==> src/rtl/cp0_pkg.sv <==
package cp0_pkg;

    // Operations carried by the command port
    typedef enum logic [2:0] {
        OP_MFC0  = 3'd0,
        OP_MTC0  = 3'd1,
        OP_ERET  = 3'd2,
        OP_EXC   = 3'd3,
        OP_TLBP  = 3'd4,
        OP_TLBR  = 3'd5,
        OP_TLBWI = 3'd6
    } cp0_op_e;

    // Register addresses as {rd, sel} with sel always 0
    localparam logic [7:0] REG_INDEX    = {5'd0, 3'd0};
    localparam logic [7:0] REG_ENTRYLO0 = {5'd2, 3'd0};
    localparam logic [7:0] REG_ENTRYLO1 = {5'd3, 3'd0};
    localparam logic [7:0] REG_BADVADDR = {5'd8, 3'd0};
    localparam logic [7:0] REG_COUNT    = {5'd9, 3'd0};
    localparam logic [7:0] REG_ENTRYHI  = {5'd10, 3'd0};
    localparam logic [7:0] REG_COMPARE  = {5'd11, 3'd0};
    localparam logic [7:0] REG_STATUS   = {5'd12, 3'd0};
    localparam logic [7:0] REG_CAUSE    = {5'd13, 3'd0};
    localparam logic [7:0] REG_EPC      = {5'd14, 3'd0};

    // Cause.ExcCode values
    localparam logic [4:0] EXC_INT  = 5'h00;
    localparam logic [4:0] EXC_MOD  = 5'h01;  // TLB modified
    localparam logic [4:0] EXC_TLBL = 5'h02;  // TLB miss on load or fetch
    localparam logic [4:0] EXC_TLBS = 5'h03;  // TLB miss on store
    localparam logic [4:0] EXC_ADEL = 5'h04;
    localparam logic [4:0] EXC_ADES = 5'h05;
    localparam logic [4:0] EXC_SYS  = 5'h08;

    localparam int TLB_ENTRIES = 16;
    localparam int TLB_IDX_W   = 4;

    // BEV is fixed to one, so exceptions go to the boot vector
    localparam logic [31:0] EXC_VECTOR    = 32'hBFC0_0380;
    localparam logic [31:0] COMPARE_RESET = 32'h0001_55CC;

    // Bits that MTC0 may change
    localparam logic [31:0] STATUS_WMASK  = 32'h0000_FF03;  // IM, EXL, IE
    localparam logic [31:0] CAUSE_WMASK   = 32'h0000_0300;  // IP1, IP0
    localparam logic [31:0] ENTRYHI_WMASK = 32'hFFFF_E0FF;  // VPN2, ASID
    localparam logic [31:0] ENTRYLO_WMASK = 32'h03FF_FFFF;  // PFN, C, D, V, G
    localparam logic [31:0] INDEX_WMASK   = 32'h0000_000F;

endpackage

==> src/rtl/cp0_cmd_port.sv <==
`timescale 1ns/1ns

module cp0_cmd_port (
    input  logic             clk,
    input  logic             reset,
    input  logic             cmd_req,
    output logic             cmd_ack,
    input  cp0_pkg::cp0_op_e cmd_op,
    input  logic [7:0]       cmd_addr,
    input  logic [31:0]      cmd_wdata,
    input  logic [31:0]      cmd_pc,
    input  logic             cmd_bd,
    input  logic [4:0]       cmd_exc_code,
    input  logic [31:0]      cmd_badvaddr,
    input  logic             op_done,
    output logic             op_valid,
    output cp0_pkg::cp0_op_e op,
    output logic [7:0]       addr,
    output logic [31:0]      wdata,
    output logic [31:0]      pc,
    output logic             bd,
    output logic [4:0]       exc_code,
    output logic [31:0]      badvaddr
);
    typedef enum logic [1:0] {ST_IDLE, ST_BUSY, ST_ACK} state_e;

    state_e state;

    always_ff @(posedge clk) begin
        if (reset) begin
            state    <= ST_IDLE;
            op_valid <= 1'b0;
            cmd_ack  <= 1'b0;
        end else begin
            op_valid <= 1'b0;  // Strobe lasts a single cycle
            case (state)
                ST_IDLE: begin
                    if (cmd_req) begin
                        op_valid <= 1'b1;
                        state    <= ST_BUSY;
                    end
                end
                ST_BUSY: begin
                    if (op_done) begin
                        cmd_ack <= 1'b1;
                        state   <= ST_ACK;
                    end
                end
                ST_ACK: begin
                    if (!cmd_req) begin  // Host released so the handshake closes
                        cmd_ack <= 1'b0;
                        state   <= ST_IDLE;
                    end
                end
                default: state <= ST_IDLE;
            endcase
        end
    end

    // Command fields are held until the next accepted request
    always_ff @(posedge clk) begin
        if (state == ST_IDLE && cmd_req) begin
            op       <= cmd_op;
            addr     <= cmd_addr;
            wdata    <= cmd_wdata;
            pc       <= cmd_pc;
            bd       <= cmd_bd;
            exc_code <= cmd_exc_code;
            badvaddr <= cmd_badvaddr;
        end
    end

    // A completion only ever answers an operation in flight
    a_done_when_busy: assert property (@(posedge clk) disable iff (reset)
        op_done |-> state == ST_BUSY);

endmodule

==> src/rtl/cp0_regs.sv <==
`timescale 1ns/1ns

module cp0_regs (
    input  logic                            clk,
    input  logic                            reset,
    input  logic                            op_valid,
    input  cp0_pkg::cp0_op_e                op,
    input  logic [7:0]                      addr,
    input  logic [31:0]                     wdata,
    input  logic [31:0]                     pc,
    input  logic                            bd,
    input  logic [4:0]                      exc_code,
    input  logic [31:0]                     badvaddr,
    input  logic [5:0]                      ext_int,
    output logic [31:0]                     read_data,
    output logic [31:0]                     epc,
    output logic                            int_req,
    output logic [31:0]                     tlb_entryhi,
    output logic [31:0]                     tlb_entrylo0,
    output logic [31:0]                     tlb_entrylo1,
    output logic [cp0_pkg::TLB_IDX_W-1:0]   tlb_index,
    output logic                            tlb_we,
    input  logic                            probe_hit,
    input  logic [cp0_pkg::TLB_IDX_W-1:0]   probe_index,
    input  logic [31:0]                     rd_entryhi,
    input  logic [31:0]                     rd_entrylo0,
    input  logic [31:0]                     rd_entrylo1
);
    logic [7:0]  status_im;
    logic        status_exl;
    logic        status_ie;
    logic        cause_bd;
    logic        cause_ti;
    logic [1:0]  cause_ip_sw;
    logic [4:0]  cause_exc_code;
    logic [7:0]  cause_ip;
    logic [5:0]  ext_int_q;
    logic        tick;
    logic [31:0] count;
    logic [31:0] compare;
    logic [31:0] badvaddr_q;
    logic [31:0] entryhi;
    logic [31:0] entrylo0;
    logic [31:0] entrylo1;
    logic        index_p;
    logic [cp0_pkg::TLB_IDX_W-1:0] index_val;
    logic [31:0] wd_status;
    logic [31:0] wd_cause;
    logic [31:0] wd_index;
    logic        mtc0, is_exc, is_eret, is_tlbp, is_tlbr, is_tlbwi;
    logic        tlb_code, addr_code;

    assign mtc0     = op_valid && op == cp0_pkg::OP_MTC0;
    assign is_exc   = op_valid && op == cp0_pkg::OP_EXC;
    assign is_eret  = op_valid && op == cp0_pkg::OP_ERET;
    assign is_tlbp  = op_valid && op == cp0_pkg::OP_TLBP;
    assign is_tlbr  = op_valid && op == cp0_pkg::OP_TLBR;
    assign is_tlbwi = op_valid && op == cp0_pkg::OP_TLBWI;

    assign tlb_code  = exc_code == cp0_pkg::EXC_MOD || exc_code == cp0_pkg::EXC_TLBL ||
                       exc_code == cp0_pkg::EXC_TLBS;
    assign addr_code = exc_code == cp0_pkg::EXC_ADEL || exc_code == cp0_pkg::EXC_ADES;

    assign wd_status = wdata & cp0_pkg::STATUS_WMASK;
    assign wd_cause  = wdata & cp0_pkg::CAUSE_WMASK;
    assign wd_index  = wdata & cp0_pkg::INDEX_WMASK;

    always_ff @(posedge clk) begin
        if (reset) begin
            status_im  <= 8'h00;
            status_exl <= 1'b0;
            status_ie  <= 1'b0;
        end else if (is_exc) begin
            status_exl <= 1'b1;
        end else if (is_eret) begin
            status_exl <= 1'b0;
        end else if (mtc0 && addr == cp0_pkg::REG_STATUS) begin
            status_im  <= wd_status[15:8];
            status_exl <= wd_status[1];
            status_ie  <= wd_status[0];
        end
    end

    always_ff @(posedge clk) begin
        if (reset) begin
            cause_bd       <= 1'b0;
            cause_exc_code <= 5'd0;
            cause_ip_sw    <= 2'b00;
        end else if (is_exc) begin
            cause_exc_code <= exc_code;
            if (!status_exl)  // Nested exception keeps the first BD
                cause_bd <= bd;
        end else if (mtc0 && addr == cp0_pkg::REG_CAUSE) begin
            cause_ip_sw <= wd_cause[9:8];
        end
    end

    // Count advances on every second clock
    always_ff @(posedge clk) begin
        if (reset) begin
            tick      <= 1'b0;
            count     <= 32'd0;
            compare   <= cp0_pkg::COMPARE_RESET;
            cause_ti  <= 1'b0;
            ext_int_q <= 6'd0;
        end else begin
            tick      <= ~tick;
            ext_int_q <= ext_int;
            if (mtc0 && addr == cp0_pkg::REG_COUNT)
                count <= wdata;
            else if (tick)
                count <= count + 32'd1;
            if (mtc0 && addr == cp0_pkg::REG_COMPARE) begin
                compare  <= wdata;
                cause_ti <= 1'b0;  // Writing Compare acknowledges the timer
            end else if (count == compare) begin
                cause_ti <= 1'b1;
            end
        end
    end

    assign cause_ip = {cause_ti | ext_int_q[5], ext_int_q[4:0], cause_ip_sw};
    assign int_req  = status_ie && !status_exl && |(status_im & cause_ip);

    always_ff @(posedge clk) begin
        if (is_exc && !status_exl)
            epc <= bd ? pc - 32'd4 : pc;  // Point back at the branch
        else if (mtc0 && addr == cp0_pkg::REG_EPC)
            epc <= wdata;
        if (is_exc && (addr_code || tlb_code))
            badvaddr_q <= badvaddr;
    end

    always_ff @(posedge clk) begin
        if (reset) begin
            entryhi   <= 32'd0;
            entrylo0  <= 32'd0;
            entrylo1  <= 32'd0;
            index_p   <= 1'b0;
            index_val <= '0;
        end else if (is_exc && tlb_code) begin
            entryhi[31:13] <= badvaddr[31:13];  // Faulting VPN2 for the refill handler
        end else if (is_tlbp) begin
            index_p <= !probe_hit;
            if (probe_hit)
                index_val <= probe_index;
        end else if (is_tlbr) begin
            entryhi  <= rd_entryhi;
            entrylo0 <= rd_entrylo0;
            entrylo1 <= rd_entrylo1;
        end else if (mtc0) begin
            case (addr)
                cp0_pkg::REG_ENTRYHI:  entryhi   <= wdata & cp0_pkg::ENTRYHI_WMASK;
                cp0_pkg::REG_ENTRYLO0: entrylo0  <= wdata & cp0_pkg::ENTRYLO_WMASK;
                cp0_pkg::REG_ENTRYLO1: entrylo1  <= wdata & cp0_pkg::ENTRYLO_WMASK;
                cp0_pkg::REG_INDEX:    index_val <= wd_index[cp0_pkg::TLB_IDX_W-1:0];
                default: ;
            endcase
        end
    end

    always_ff @(posedge clk) begin
        if (reset)
            tlb_we <= 1'b0;
        else
            tlb_we <= is_tlbwi;  // Entry is written one cycle after the strobe
    end

    assign tlb_entryhi  = entryhi;
    assign tlb_entrylo0 = entrylo0;
    assign tlb_entrylo1 = entrylo1;
    assign tlb_index    = index_val;

    always_comb begin
        case (addr)
            cp0_pkg::REG_INDEX:
                read_data = {index_p, {(31 - cp0_pkg::TLB_IDX_W){1'b0}}, index_val};
            cp0_pkg::REG_ENTRYLO0: read_data = entrylo0;
            cp0_pkg::REG_ENTRYLO1: read_data = entrylo1;
            cp0_pkg::REG_BADVADDR: read_data = badvaddr_q;
            cp0_pkg::REG_COUNT:    read_data = count;
            cp0_pkg::REG_ENTRYHI:  read_data = entryhi;
            cp0_pkg::REG_COMPARE:  read_data = compare;
            cp0_pkg::REG_STATUS:   // BEV reads as one
                read_data = {9'd0, 1'b1, 6'd0, status_im, 6'd0, status_exl, status_ie};
            cp0_pkg::REG_CAUSE:
                read_data = {cause_bd, cause_ti, 14'd0, cause_ip, 1'b0, cause_exc_code, 2'b00};
            cp0_pkg::REG_EPC:      read_data = epc;
            default:               read_data = 32'd0;
        endcase
    end

    // Delayed TLB write must land before the next command can read or probe
    a_we_between_ops: assert property (@(posedge clk) disable iff (reset)
        tlb_we |-> !op_valid);

endmodule

==> src/rtl/cp0_tlb.sv <==
`timescale 1ns/1ns

module cp0_tlb (
    input  logic                          clk,
    input  logic                          reset,
    input  logic [31:0]                   entryhi,
    input  logic [31:0]                   entrylo0,
    input  logic [31:0]                   entrylo1,
    input  logic [cp0_pkg::TLB_IDX_W-1:0] index,
    input  logic                          we,
    output logic                          probe_hit,
    output logic [cp0_pkg::TLB_IDX_W-1:0] probe_index,
    output logic [31:0]                   rd_entryhi,
    output logic [31:0]                   rd_entrylo0,
    output logic [31:0]                   rd_entrylo1
);
    logic [18:0] vpn2 [cp0_pkg::TLB_ENTRIES];
    logic [7:0]  asid [cp0_pkg::TLB_ENTRIES];
    logic [24:0] lo0  [cp0_pkg::TLB_ENTRIES];  // PFN, C, D, V of the even page
    logic [24:0] lo1  [cp0_pkg::TLB_ENTRIES];  // Same for the odd page
    logic [cp0_pkg::TLB_ENTRIES-1:0] valid;
    logic [cp0_pkg::TLB_ENTRIES-1:0] g;
    logic [cp0_pkg::TLB_ENTRIES-1:0] match;

    always_ff @(posedge clk) begin
        if (reset) begin
            for (int i = 0; i < cp0_pkg::TLB_ENTRIES; i++) begin
                vpn2[i] <= 19'd0;
                asid[i] <= 8'd0;
                lo0[i]  <= 25'd0;
                lo1[i]  <= 25'd0;
            end
            valid <= '0;
            g     <= '0;
        end else if (we) begin
            valid[index] <= 1'b1;
            vpn2[index]  <= entryhi[31:13];
            asid[index]  <= entryhi[7:0];
            g[index]     <= entrylo0[0] & entrylo1[0];  // Global only if both halves agree
            lo0[index]   <= entrylo0[25:1];
            lo1[index]   <= entrylo1[25:1];
        end
    end

    // Fully associative search against the current EntryHi
    always_comb begin
        match       = '0;
        probe_index = '0;
        for (int i = 0; i < cp0_pkg::TLB_ENTRIES; i++) begin
            match[i] = valid[i] && vpn2[i] == entryhi[31:13] &&
                       (g[i] || asid[i] == entryhi[7:0]);
            if (match[i])
                probe_index = i[cp0_pkg::TLB_IDX_W-1:0];
        end
    end

    assign probe_hit = |match;

    assign rd_entryhi  = {vpn2[index], 5'd0, asid[index]};
    assign rd_entrylo0 = {6'd0, lo0[index], g[index]};  // Both G bits return stored G
    assign rd_entrylo1 = {6'd0, lo1[index], g[index]};

    a_single_hit: assert property (@(posedge clk) disable iff (reset)
        $onehot0(match));

endmodule

==> src/rtl/cp0_resp_port.sv <==
`timescale 1ns/1ns

module cp0_resp_port (
    input  logic             clk,
    input  logic             reset,
    input  logic             op_valid,
    input  cp0_pkg::cp0_op_e op,
    input  logic [31:0]      read_data,
    input  logic [31:0]      epc,
    output logic             op_done,
    output logic [31:0]      rsp_rdata,
    output logic             rsp_redirect,
    output logic [31:0]      rsp_target
);
    logic done_pend;

    always_ff @(posedge clk) begin
        if (reset) begin
            done_pend    <= 1'b0;
            op_done      <= 1'b0;
            rsp_redirect <= 1'b0;
        end else begin
            done_pend <= op_valid;
            op_done   <= done_pend;  // Result has been stable for a full cycle
            if (op_valid)
                rsp_redirect <= op == cp0_pkg::OP_EXC || op == cp0_pkg::OP_ERET;
        end
    end

    // EPC is sampled on the same edge that ERET updates state, so this is the old value
    always_ff @(posedge clk) begin
        if (op_valid) begin
            rsp_rdata  <= read_data;
            rsp_target <= (op == cp0_pkg::OP_EXC) ? cp0_pkg::EXC_VECTOR : epc;
        end
    end

endmodule

==> src/rtl/cp0_subsys.sv <==
`timescale 1ns/1ns

module cp0_subsys (
    input  logic             clk,
    input  logic             reset,
    input  logic             cmd_req,
    output logic             cmd_ack,
    input  cp0_pkg::cp0_op_e cmd_op,
    input  logic [7:0]       cmd_addr,
    input  logic [31:0]      cmd_wdata,
    input  logic [31:0]      cmd_pc,
    input  logic             cmd_bd,
    input  logic [4:0]       cmd_exc_code,
    input  logic [31:0]      cmd_badvaddr,
    input  logic [5:0]       ext_int,
    output logic [31:0]      rsp_rdata,
    output logic             rsp_redirect,
    output logic [31:0]      rsp_target,
    output logic             int_req
);
    logic             op_valid;
    cp0_pkg::cp0_op_e op;
    logic [7:0]       addr;
    logic [31:0]      wdata, pc, badvaddr;
    logic             bd;
    logic [4:0]       exc_code;
    logic             op_done;
    logic [31:0]      read_data, epc;
    logic [31:0]      tlb_entryhi, tlb_entrylo0, tlb_entrylo1;
    logic [cp0_pkg::TLB_IDX_W-1:0] tlb_index, probe_index;
    logic             tlb_we, probe_hit;
    logic [31:0]      rd_entryhi, rd_entrylo0, rd_entrylo1;

    cp0_cmd_port cmd_port_inst (
        .clk, .reset, .cmd_req, .cmd_ack, .cmd_op, .cmd_addr, .cmd_wdata, .cmd_pc,
        .cmd_bd, .cmd_exc_code, .cmd_badvaddr, .op_done, .op_valid, .op, .addr,
        .wdata, .pc, .bd, .exc_code, .badvaddr
    );

    cp0_regs regs_inst (
        .clk, .reset, .op_valid, .op, .addr, .wdata, .pc, .bd, .exc_code, .badvaddr,
        .ext_int, .read_data, .epc, .int_req, .tlb_entryhi, .tlb_entrylo0,
        .tlb_entrylo1, .tlb_index, .tlb_we, .probe_hit, .probe_index, .rd_entryhi,
        .rd_entrylo0, .rd_entrylo1
    );

    cp0_tlb tlb_inst (
        .clk, .reset, .entryhi(tlb_entryhi), .entrylo0(tlb_entrylo0),
        .entrylo1(tlb_entrylo1), .index(tlb_index), .we(tlb_we), .probe_hit,
        .probe_index, .rd_entryhi, .rd_entrylo0, .rd_entrylo1
    );

    cp0_resp_port resp_port_inst (
        .clk, .reset, .op_valid, .op, .read_data, .epc, .op_done, .rsp_rdata,
        .rsp_redirect, .rsp_target
    );

endmodule

==> config.mk <==
export PLATFORM = sky130hd
export DESIGN_NAME = cp0_subsys
export DESIGN_NICKNAME = d
export VERILOG_FILES = /design/src/rtl/cp0_pkg.sv /design/src/rtl/cp0_cmd_port.sv /design/src/rtl/cp0_regs.sv /design/src/rtl/cp0_tlb.sv /design/src/rtl/cp0_resp_port.sv /design/src/rtl/cp0_subsys.sv
export SDC_FILE = /design/constraint.sdc
export NUM_CORES = 2
export LEC_CHECK = 0
export BUFFER_PORTS_ARGS = -buffer_cell sky130_fd_sc_hd__clkbuf_2
export CORE_MARGIN = 2
export CORE_UTILIZATION = 55
export DETAILED_ROUTE_END_ITERATION = 7
export HOLD_SLACK_MARGIN = 0.15
export PLACE_DENSITY = 0.71
export SETUP_SLACK_MARGIN = 0.02
export SYNTH_ARGS = -nofsm -noshare
export SYNTH_HDL_FRONTEND = slang
export SYNTH_SLANG_ARGS = --single-unit
==> constraint.sdc <==
create_clock -name clk -period 8.3 [get_ports clk]
set_clock_uncertainty 0.2 [all_clocks]
set_input_delay 1.245 -clock clk [delete_from_list [all_inputs] [get_ports clk]]
set_output_delay 1.245 -clock clk [all_outputs]
set_load 0.03 [all_outputs]
[Word level (Yosys, flattened, before mapping)]
Memory sizes are Yosys's and may differ from the RTL's. A register that Yosys moved wholly into a read port is not among the register bits.
Index checks and enable logic that the tools add are counted.
W data, S select, Z words.
Storage, ports and cells
  memories: 4
  word-level logic and storage cells: 301
  bits of input ports: 122
  memory bits (writable): 1232
  bits in registers: 472
  output and inout bits: 67
Operators by class
  order comparisons: 2
  mux-type cells: 78
  reductions and logical operators: 106
  $add $sub $neg: 2
  eq/ne operators: 61
  bitwise logic cells: 11
Memory list
  tlb_inst.lo0: words 16, bits a word 25, read ports 1, clocked after Yosys merged registers in 1, write ports 16, RTL line cp0_tlb.sv:19  | logic [24:0] lo0 [cp0_pkg::TLB_ENTRIES];
  tlb_inst.lo1: words 16, bits a word 25, read ports 1, clocked after Yosys merged registers in 1, write ports 16, RTL line cp0_tlb.sv:20  | logic [24:0] lo1 [cp0_pkg::TLB_ENTRIES];
  tlb_inst.vpn2: words 16, bits a word 19, read ports 17, clocked after Yosys merged registers in 1, write ports 16, RTL line cp0_tlb.sv:17  | logic [18:0] vpn2 [cp0_pkg::TLB_ENTRIES];
  tlb_inst.asid: words 16, bits a word 8, read ports 17, clocked after Yosys merged registers in 1, write ports 16, RTL line cp0_tlb.sv:18  | logic [7:0] asid [cp0_pkg::TLB_ENTRIES];
Operators by type and width (count)
  $mux W32: 15
  $pmux W32 S10: 1
  $eq A19 B19 Y1: 16
  $eq A8 B8 Y1: 16
  $mux W4: 25
  $eq A8 B7 Y1 const B: 7
  $logic_and A1 B1 Y1: 50
  $mux W25: 2
  $reduce_or A25 Y1: 2
  $mux W19: 2
  $add A32 B1 Y32 const B: 1
  $eq A32 B32 Y1: 1
  $sub A32 B3 Y32 const B: 1
  $logic_or A1 B1 Y1: 21
  $reduce_or A19 Y1: 1
  $mux W1: 18
  $reduce_bool A2 Y1: 9
  $bwmux W16: 1
  $eq A8 B5 Y1 const B: 2
  $or A16 B16 Y16: 1
  $reduce_or A16 Y1: 1
  $reduce_or A8 Y1: 2
  $mux W3: 4
  $reduce_and A3 Y1: 4
  30 further kinds: 57

[Longest topological paths before layout]
An unclocked memory read counts as a cell.
  depth after elaboration: 23
  mapped depth: 12
  depth with buffers taken out: 11

[Cells and area by module]
A second synthesis with hierarchy kept.
Second synthesis, totals
  cell total of the unflattened synthesis: 5851
  area total of the unflattened synthesis: 80956.4 um^2
By module, submodules not included
  cp0_tlb: times used 1, cells each 4134, area an instance 61969.4 um^2, seq. area each 37636.1 um^2
  cp0_regs: times used 1, cells each 1481, area an instance 13131.3 um^2, seq. area each 5765.5 um^2
  cp0_cmd_port: times used 1, cells each 128, area an instance 3542.1 um^2, seq. area each 3473.3 um^2
  cp0_resp_port: times used 1, cells each 108, area an instance 2313.5 um^2, seq. area each 1981.9 um^2

[Least setup slack after synthesis]
Ideal clock, no wire load.
  kind: input-to-reg
  start point: in cmd_req
  end point: reg cmd_port_inst.addr[0], enable pin
  library setup time: 586 ps
  arrival: 6040 ps
  buffers on the path: 0
  required time: 7514 ps
  slack: 1474 ps
  cell stages on the path: 2
  cell sequence: nand2b_1 > nor2_1
On the way
  cells in the longest elaborated chain, start to end: 1
Ends and longest elaborated chain
  start, declared: RTL line cp0_subsys.sv:6  | input logic cmd_req,
  $logic_and A1 B1 Y1: RTL line cp0_cmd_port.sv:62  | if (state == ST_IDLE && cmd_req) begin
  end signal, assigned: RTL line cp0_cmd_port.sv:64  | addr <= cmd_addr;
  end, declared: RTL line cp0_cmd_port.sv:18  | output logic [7:0] addr,
Every way passes these cells.
A chain may end at the register's enable or synchronous reset.

==> results.ini <==
[outcome]
outcome = complete, but fails checks
failed_checks = max-slew violations

[setup_path]
critPathKind = register to register
r2r_cells = 10
cp_data_arrival_time_ps = 5300
r2r_start = regs_inst.tlb_entryhi[2]
crit_fanout = 23
r2r_slack_ps = 3540
worstPathRequired_ps = 8840
end_kind = register
critPathLaunchType = register

[logic_synthesis]
yosys_most_used_dff = edfxtp_1
seq_area_frac_synth_pct = 60.9
synth_edf_count = 1473
yosysUniqueCellTypes = 58
ys_seq_elements = 1691
syn_nets = 5898
syn_area_um2 = 79800
avgSynthCellArea_um2 = 13.8
synthCells = 5774
async_reset_ff_share_pct = 0
yosysWarnings = 0

[pwr]
comb_power_share_pct = 4.1
clkPwrFrac_pct = 42.8
power_mw = 18.2
pwr-share-seq_pct = 53.1
power_density_nw_per_um2 = 208
swShare_pct = 22.3
p_switching_mw = 4.06
irDropWorstVdd_mv = 0.196
internal_power_mw = 14.2
p_leak_nw = 33.6

[place]
io_buffer_count = 188
post_dp_cell_area_um2 = 81800
dp_hpwl_um = 142000
gp_congestion = 0.977
dp_slack_ps = 3640

[routing]
ant_nets = 0
routed_wl_um = 241000
first_iter_violations = 7450
drc_errors = 0
viasPerCell = 6.70
vias = 51500
first_pass_iters = 8
wl_per_cell_um = 31.3

[global_routing]
antenna_found_initial = 14
use_met3_pct = 5.85
grt_busiest_layer = met2
grt_max_degree = 313
grt_pass1_wl_um = 349000
grtUsageMet2_pct = 50.7
grtUsageTotal_pct = 32.4
grt_overflow = 0
grt_pass1_vias = 50400
met1_usage_pct = 44.6

[clocking]
cts_buffer_depth = 3
root_buffer = clkbuf_16
ctsHoldBuffers = 0
cts_tree = built
clk_latency_ps = 810
ctsResizeCount = 0
cts_setup_buffers = 0
htreeDepth = 4
clock-sinks = 1691
clk_pin_slew_ps = 60
cts_made_buffers = 171

[layout]
area_delta_synth_final_pct = 9.59
layout-drive-gt1-share_pct = 17.3
regArea_um2 = 48600
multi_input_area_um2 = 28900
fin_area_um2 = 87500
fin_util_pct = 60.8
nNetsFinal = 5754
nFillCells = 10700

[sta]
tightest_slew_ps = 1850
fin_crit_sh_pct = 57.4
fin_crit_ps = 4760
max_freq_ghz = 0.210
hold_viol_final = 0
finalSetupViolCount = 0
rsz0062_at_grt = false
slew_headroom_pct = -23.6
fin_setup_tns_ps = 0
maxSlewViolCount = 173
setup_slack_ps = 3540

[floorplan]
die_h_um = 385
die_area_um2 = 148000
core_um2 = 144000
io_pins = 189
row_count = 139
initial_core_util_pct = 55.5
die_w_um = 385

[hold_path]
whs_path_depth = 0
holdCritStartpoint = cmd_port_inst.badvaddr[1]
hp-class = register to register
whs_endpoint = regs_inst.badvaddr_q[1]

[run]
maxCapViolCount = 0

-- registers in the layout, summed over array words and instances (netlist names), 32 cells and up, named ones only --
register,flops
cmd_port_inst.pc,32
cmd_port_inst.badvaddr,32
regs_inst.compare,32
resp_port_inst.rsp_target,32
tlb_inst.asid,128
cmd_port_inst.wdata,32
regs_inst.badvaddr_q,32
regs_inst.count,32
tlb_inst.vpn2,304
resp_port_inst.rsp_rdata,32
tlb_inst.lo1,400
regs_inst.epc,32
tlb_inst.lo0,400
-- placed cells by master, fill, tap and decap left out, drive strengths merged, types with 12 or more instances in the layout --
cell type	Yosys	final
xor2	281	281
nor3	18	18
nand3	72	72
nor4b	13	13
o22ai	16	16
clkinv	0	52
and3	939	939
nor4	105	105
o21ai	58	58
edfxtp	1473	1473
a311oi	61	61
a21o	12	12
dfxtp	218	218
a211oi	35	35
nor2b	20	20
a22oi	48	48
nand2b	22	22
buf	99	94
a221oi	35	35
xnor2	239	239
nand4	85	85
nor2	171	171
or4	16	16
mux4	390	390
clkbuf	500	436
a222oi	31	31
and2	337	337
inv	37	44
a21oi	73	73
nand3b	13	13
nand2	285	285
-- stage by stage --
step / hold WS, ps / cells
CTS: 222 / 7680
global placement: 202 / 7360
detailed placement: 205 / 7360
floorplan: 200 / 5774
global route: 224 / 7682
finish: 216 / 7686
-- logic make-up after synthesis --
family / count (synthesis) / share of synthesized area [%]
xor+xnor: 520 / 5.71
compound gates: 399 / 3.63
buf+inv: 636 / 3.25
flops: 1691 / 60.9
mux: 406 / 11.2
fa+ha+maj: 2 / 0.0313
simple gates: 2120 / 15.3
-- worst max path at each step --
| stage | from | to | slack (ps) | depth (start not counted) |
|---|---|---|---|---|
| finish | regs_inst.tlb_entryhi[2] | register | 3540 | 10 |
| global route | regs_inst.tlb_entryhi[1] | register | 3670 | 9 |
| detailed placement | reset | tlb_inst.vpn2[15][7] | 3640 | 6 |
| CTS | regs_inst.tlb_entryhi[2] | register | 3740 | 10 |
| global placement | reset | tlb_inst.vpn2[15][7] | 3730 | 6 |
| floorplan | cmd_req | cmd_port_inst.addr[0] | 1470 | 2 |
-- cells in the mapped netlist, types with 4 or more instances --
cell / count / area share, %
inv_1: 37 / 0.17
xnor2_1: 239 / 2.6
xor2_1: 281 / 3.1
buf_2: 38 / 0.24
or4_4: 4 / 0.056
nand2_1: 283 / 1.3
nor2_1: 170 / 0.80
mux4_2: 390 / 11
o21a_1: 4 / 0.038
or3_1: 7 / 0.055
a222oi_1: 31 / 0.39
a21oi_1: 73 / 0.46
a211oi_1: 34 / 0.32
a22oi_1: 48 / 0.45
mux2_2: 4 / 0.056
or4_1: 12 / 0.11
nor4b_1: 11 / 0.12
buf_1: 35 / 0.16
o21ai_1: 4 / 0.025
nand4_1: 84 / 0.66
nand2b_1: 22 / 0.17
dfxtp_1: 218 / 5.5
nor4_1: 99 / 0.78
edfxtp_1: 1473 / 55
mux2i_1: 11 / 0.14
nor4_2: 6 / 0.094
nor2b_1: 20 / 0.16
a22o_1: 11 / 0.12
o21ai_0: 54 / 0.34
and3_1: 939 / 7.4
nand3b_1: 13 / 0.12
nor3_1: 18 / 0.11
o22ai_1: 16 / 0.13
o32ai_1: 6 / 0.066
nand3_1: 72 / 0.45
a31o_2: 4 / 0.044
buf_6: 16 / 0.23
clkbuf_1: 500 / 2.4
a311oi_1: 61 / 0.67
and2_1: 337 / 2.6
nand4b_1: 11 / 0.12
buf_4: 10 / 0.094
a21o_1: 12 / 0.11
a221oi_1: 35 / 0.38
-- layout make-up --
cell class / instances / share of cell area [%]
sequential: 1691 / 55.6
multi-input combinational: 3447 / 33.0
clock buffer: 248 / 5.67
tap: 1903 / 2.72
timing repair buffer: 282 / 2.04
clock inverter: 72 / 0.794
inverter: 37 / 0.159
antenna: 6 / 0.0172
-- power groups by stage --
stage / clock, mW / combinational [mW] / sequential (mW)
after floorplan: 0 / 0.407 / 9.81
after global placement: 0 / 0.723 / 9.84
after detailed placement: 0 / 0.728 / 9.86
after CTS: 7.84 / 0.732 / 9.68
after global routing: 8.16 / 0.771 / 9.70
final: 7.81 / 0.742 / 9.68
-- layer usage --
metal	wire, um	up-vias
met5	68	-
met4	12100	10
met3	23900	552
met2	113000	3142
met1	91300	26100
li1	-	21700
-- critical path, stage by stage (launching register included) --
cell and delay (ps):
dfxtp_1 720, buf_4 410, xor2_1 110, nor4_1 510, a21oi_1 290, nor4_1 870
nor4_1 150, a221oi_1 920, nor2_1 120, nor3_1 200, mux2_1 180
Note: power is estimated with default switching activity, not from simulation.
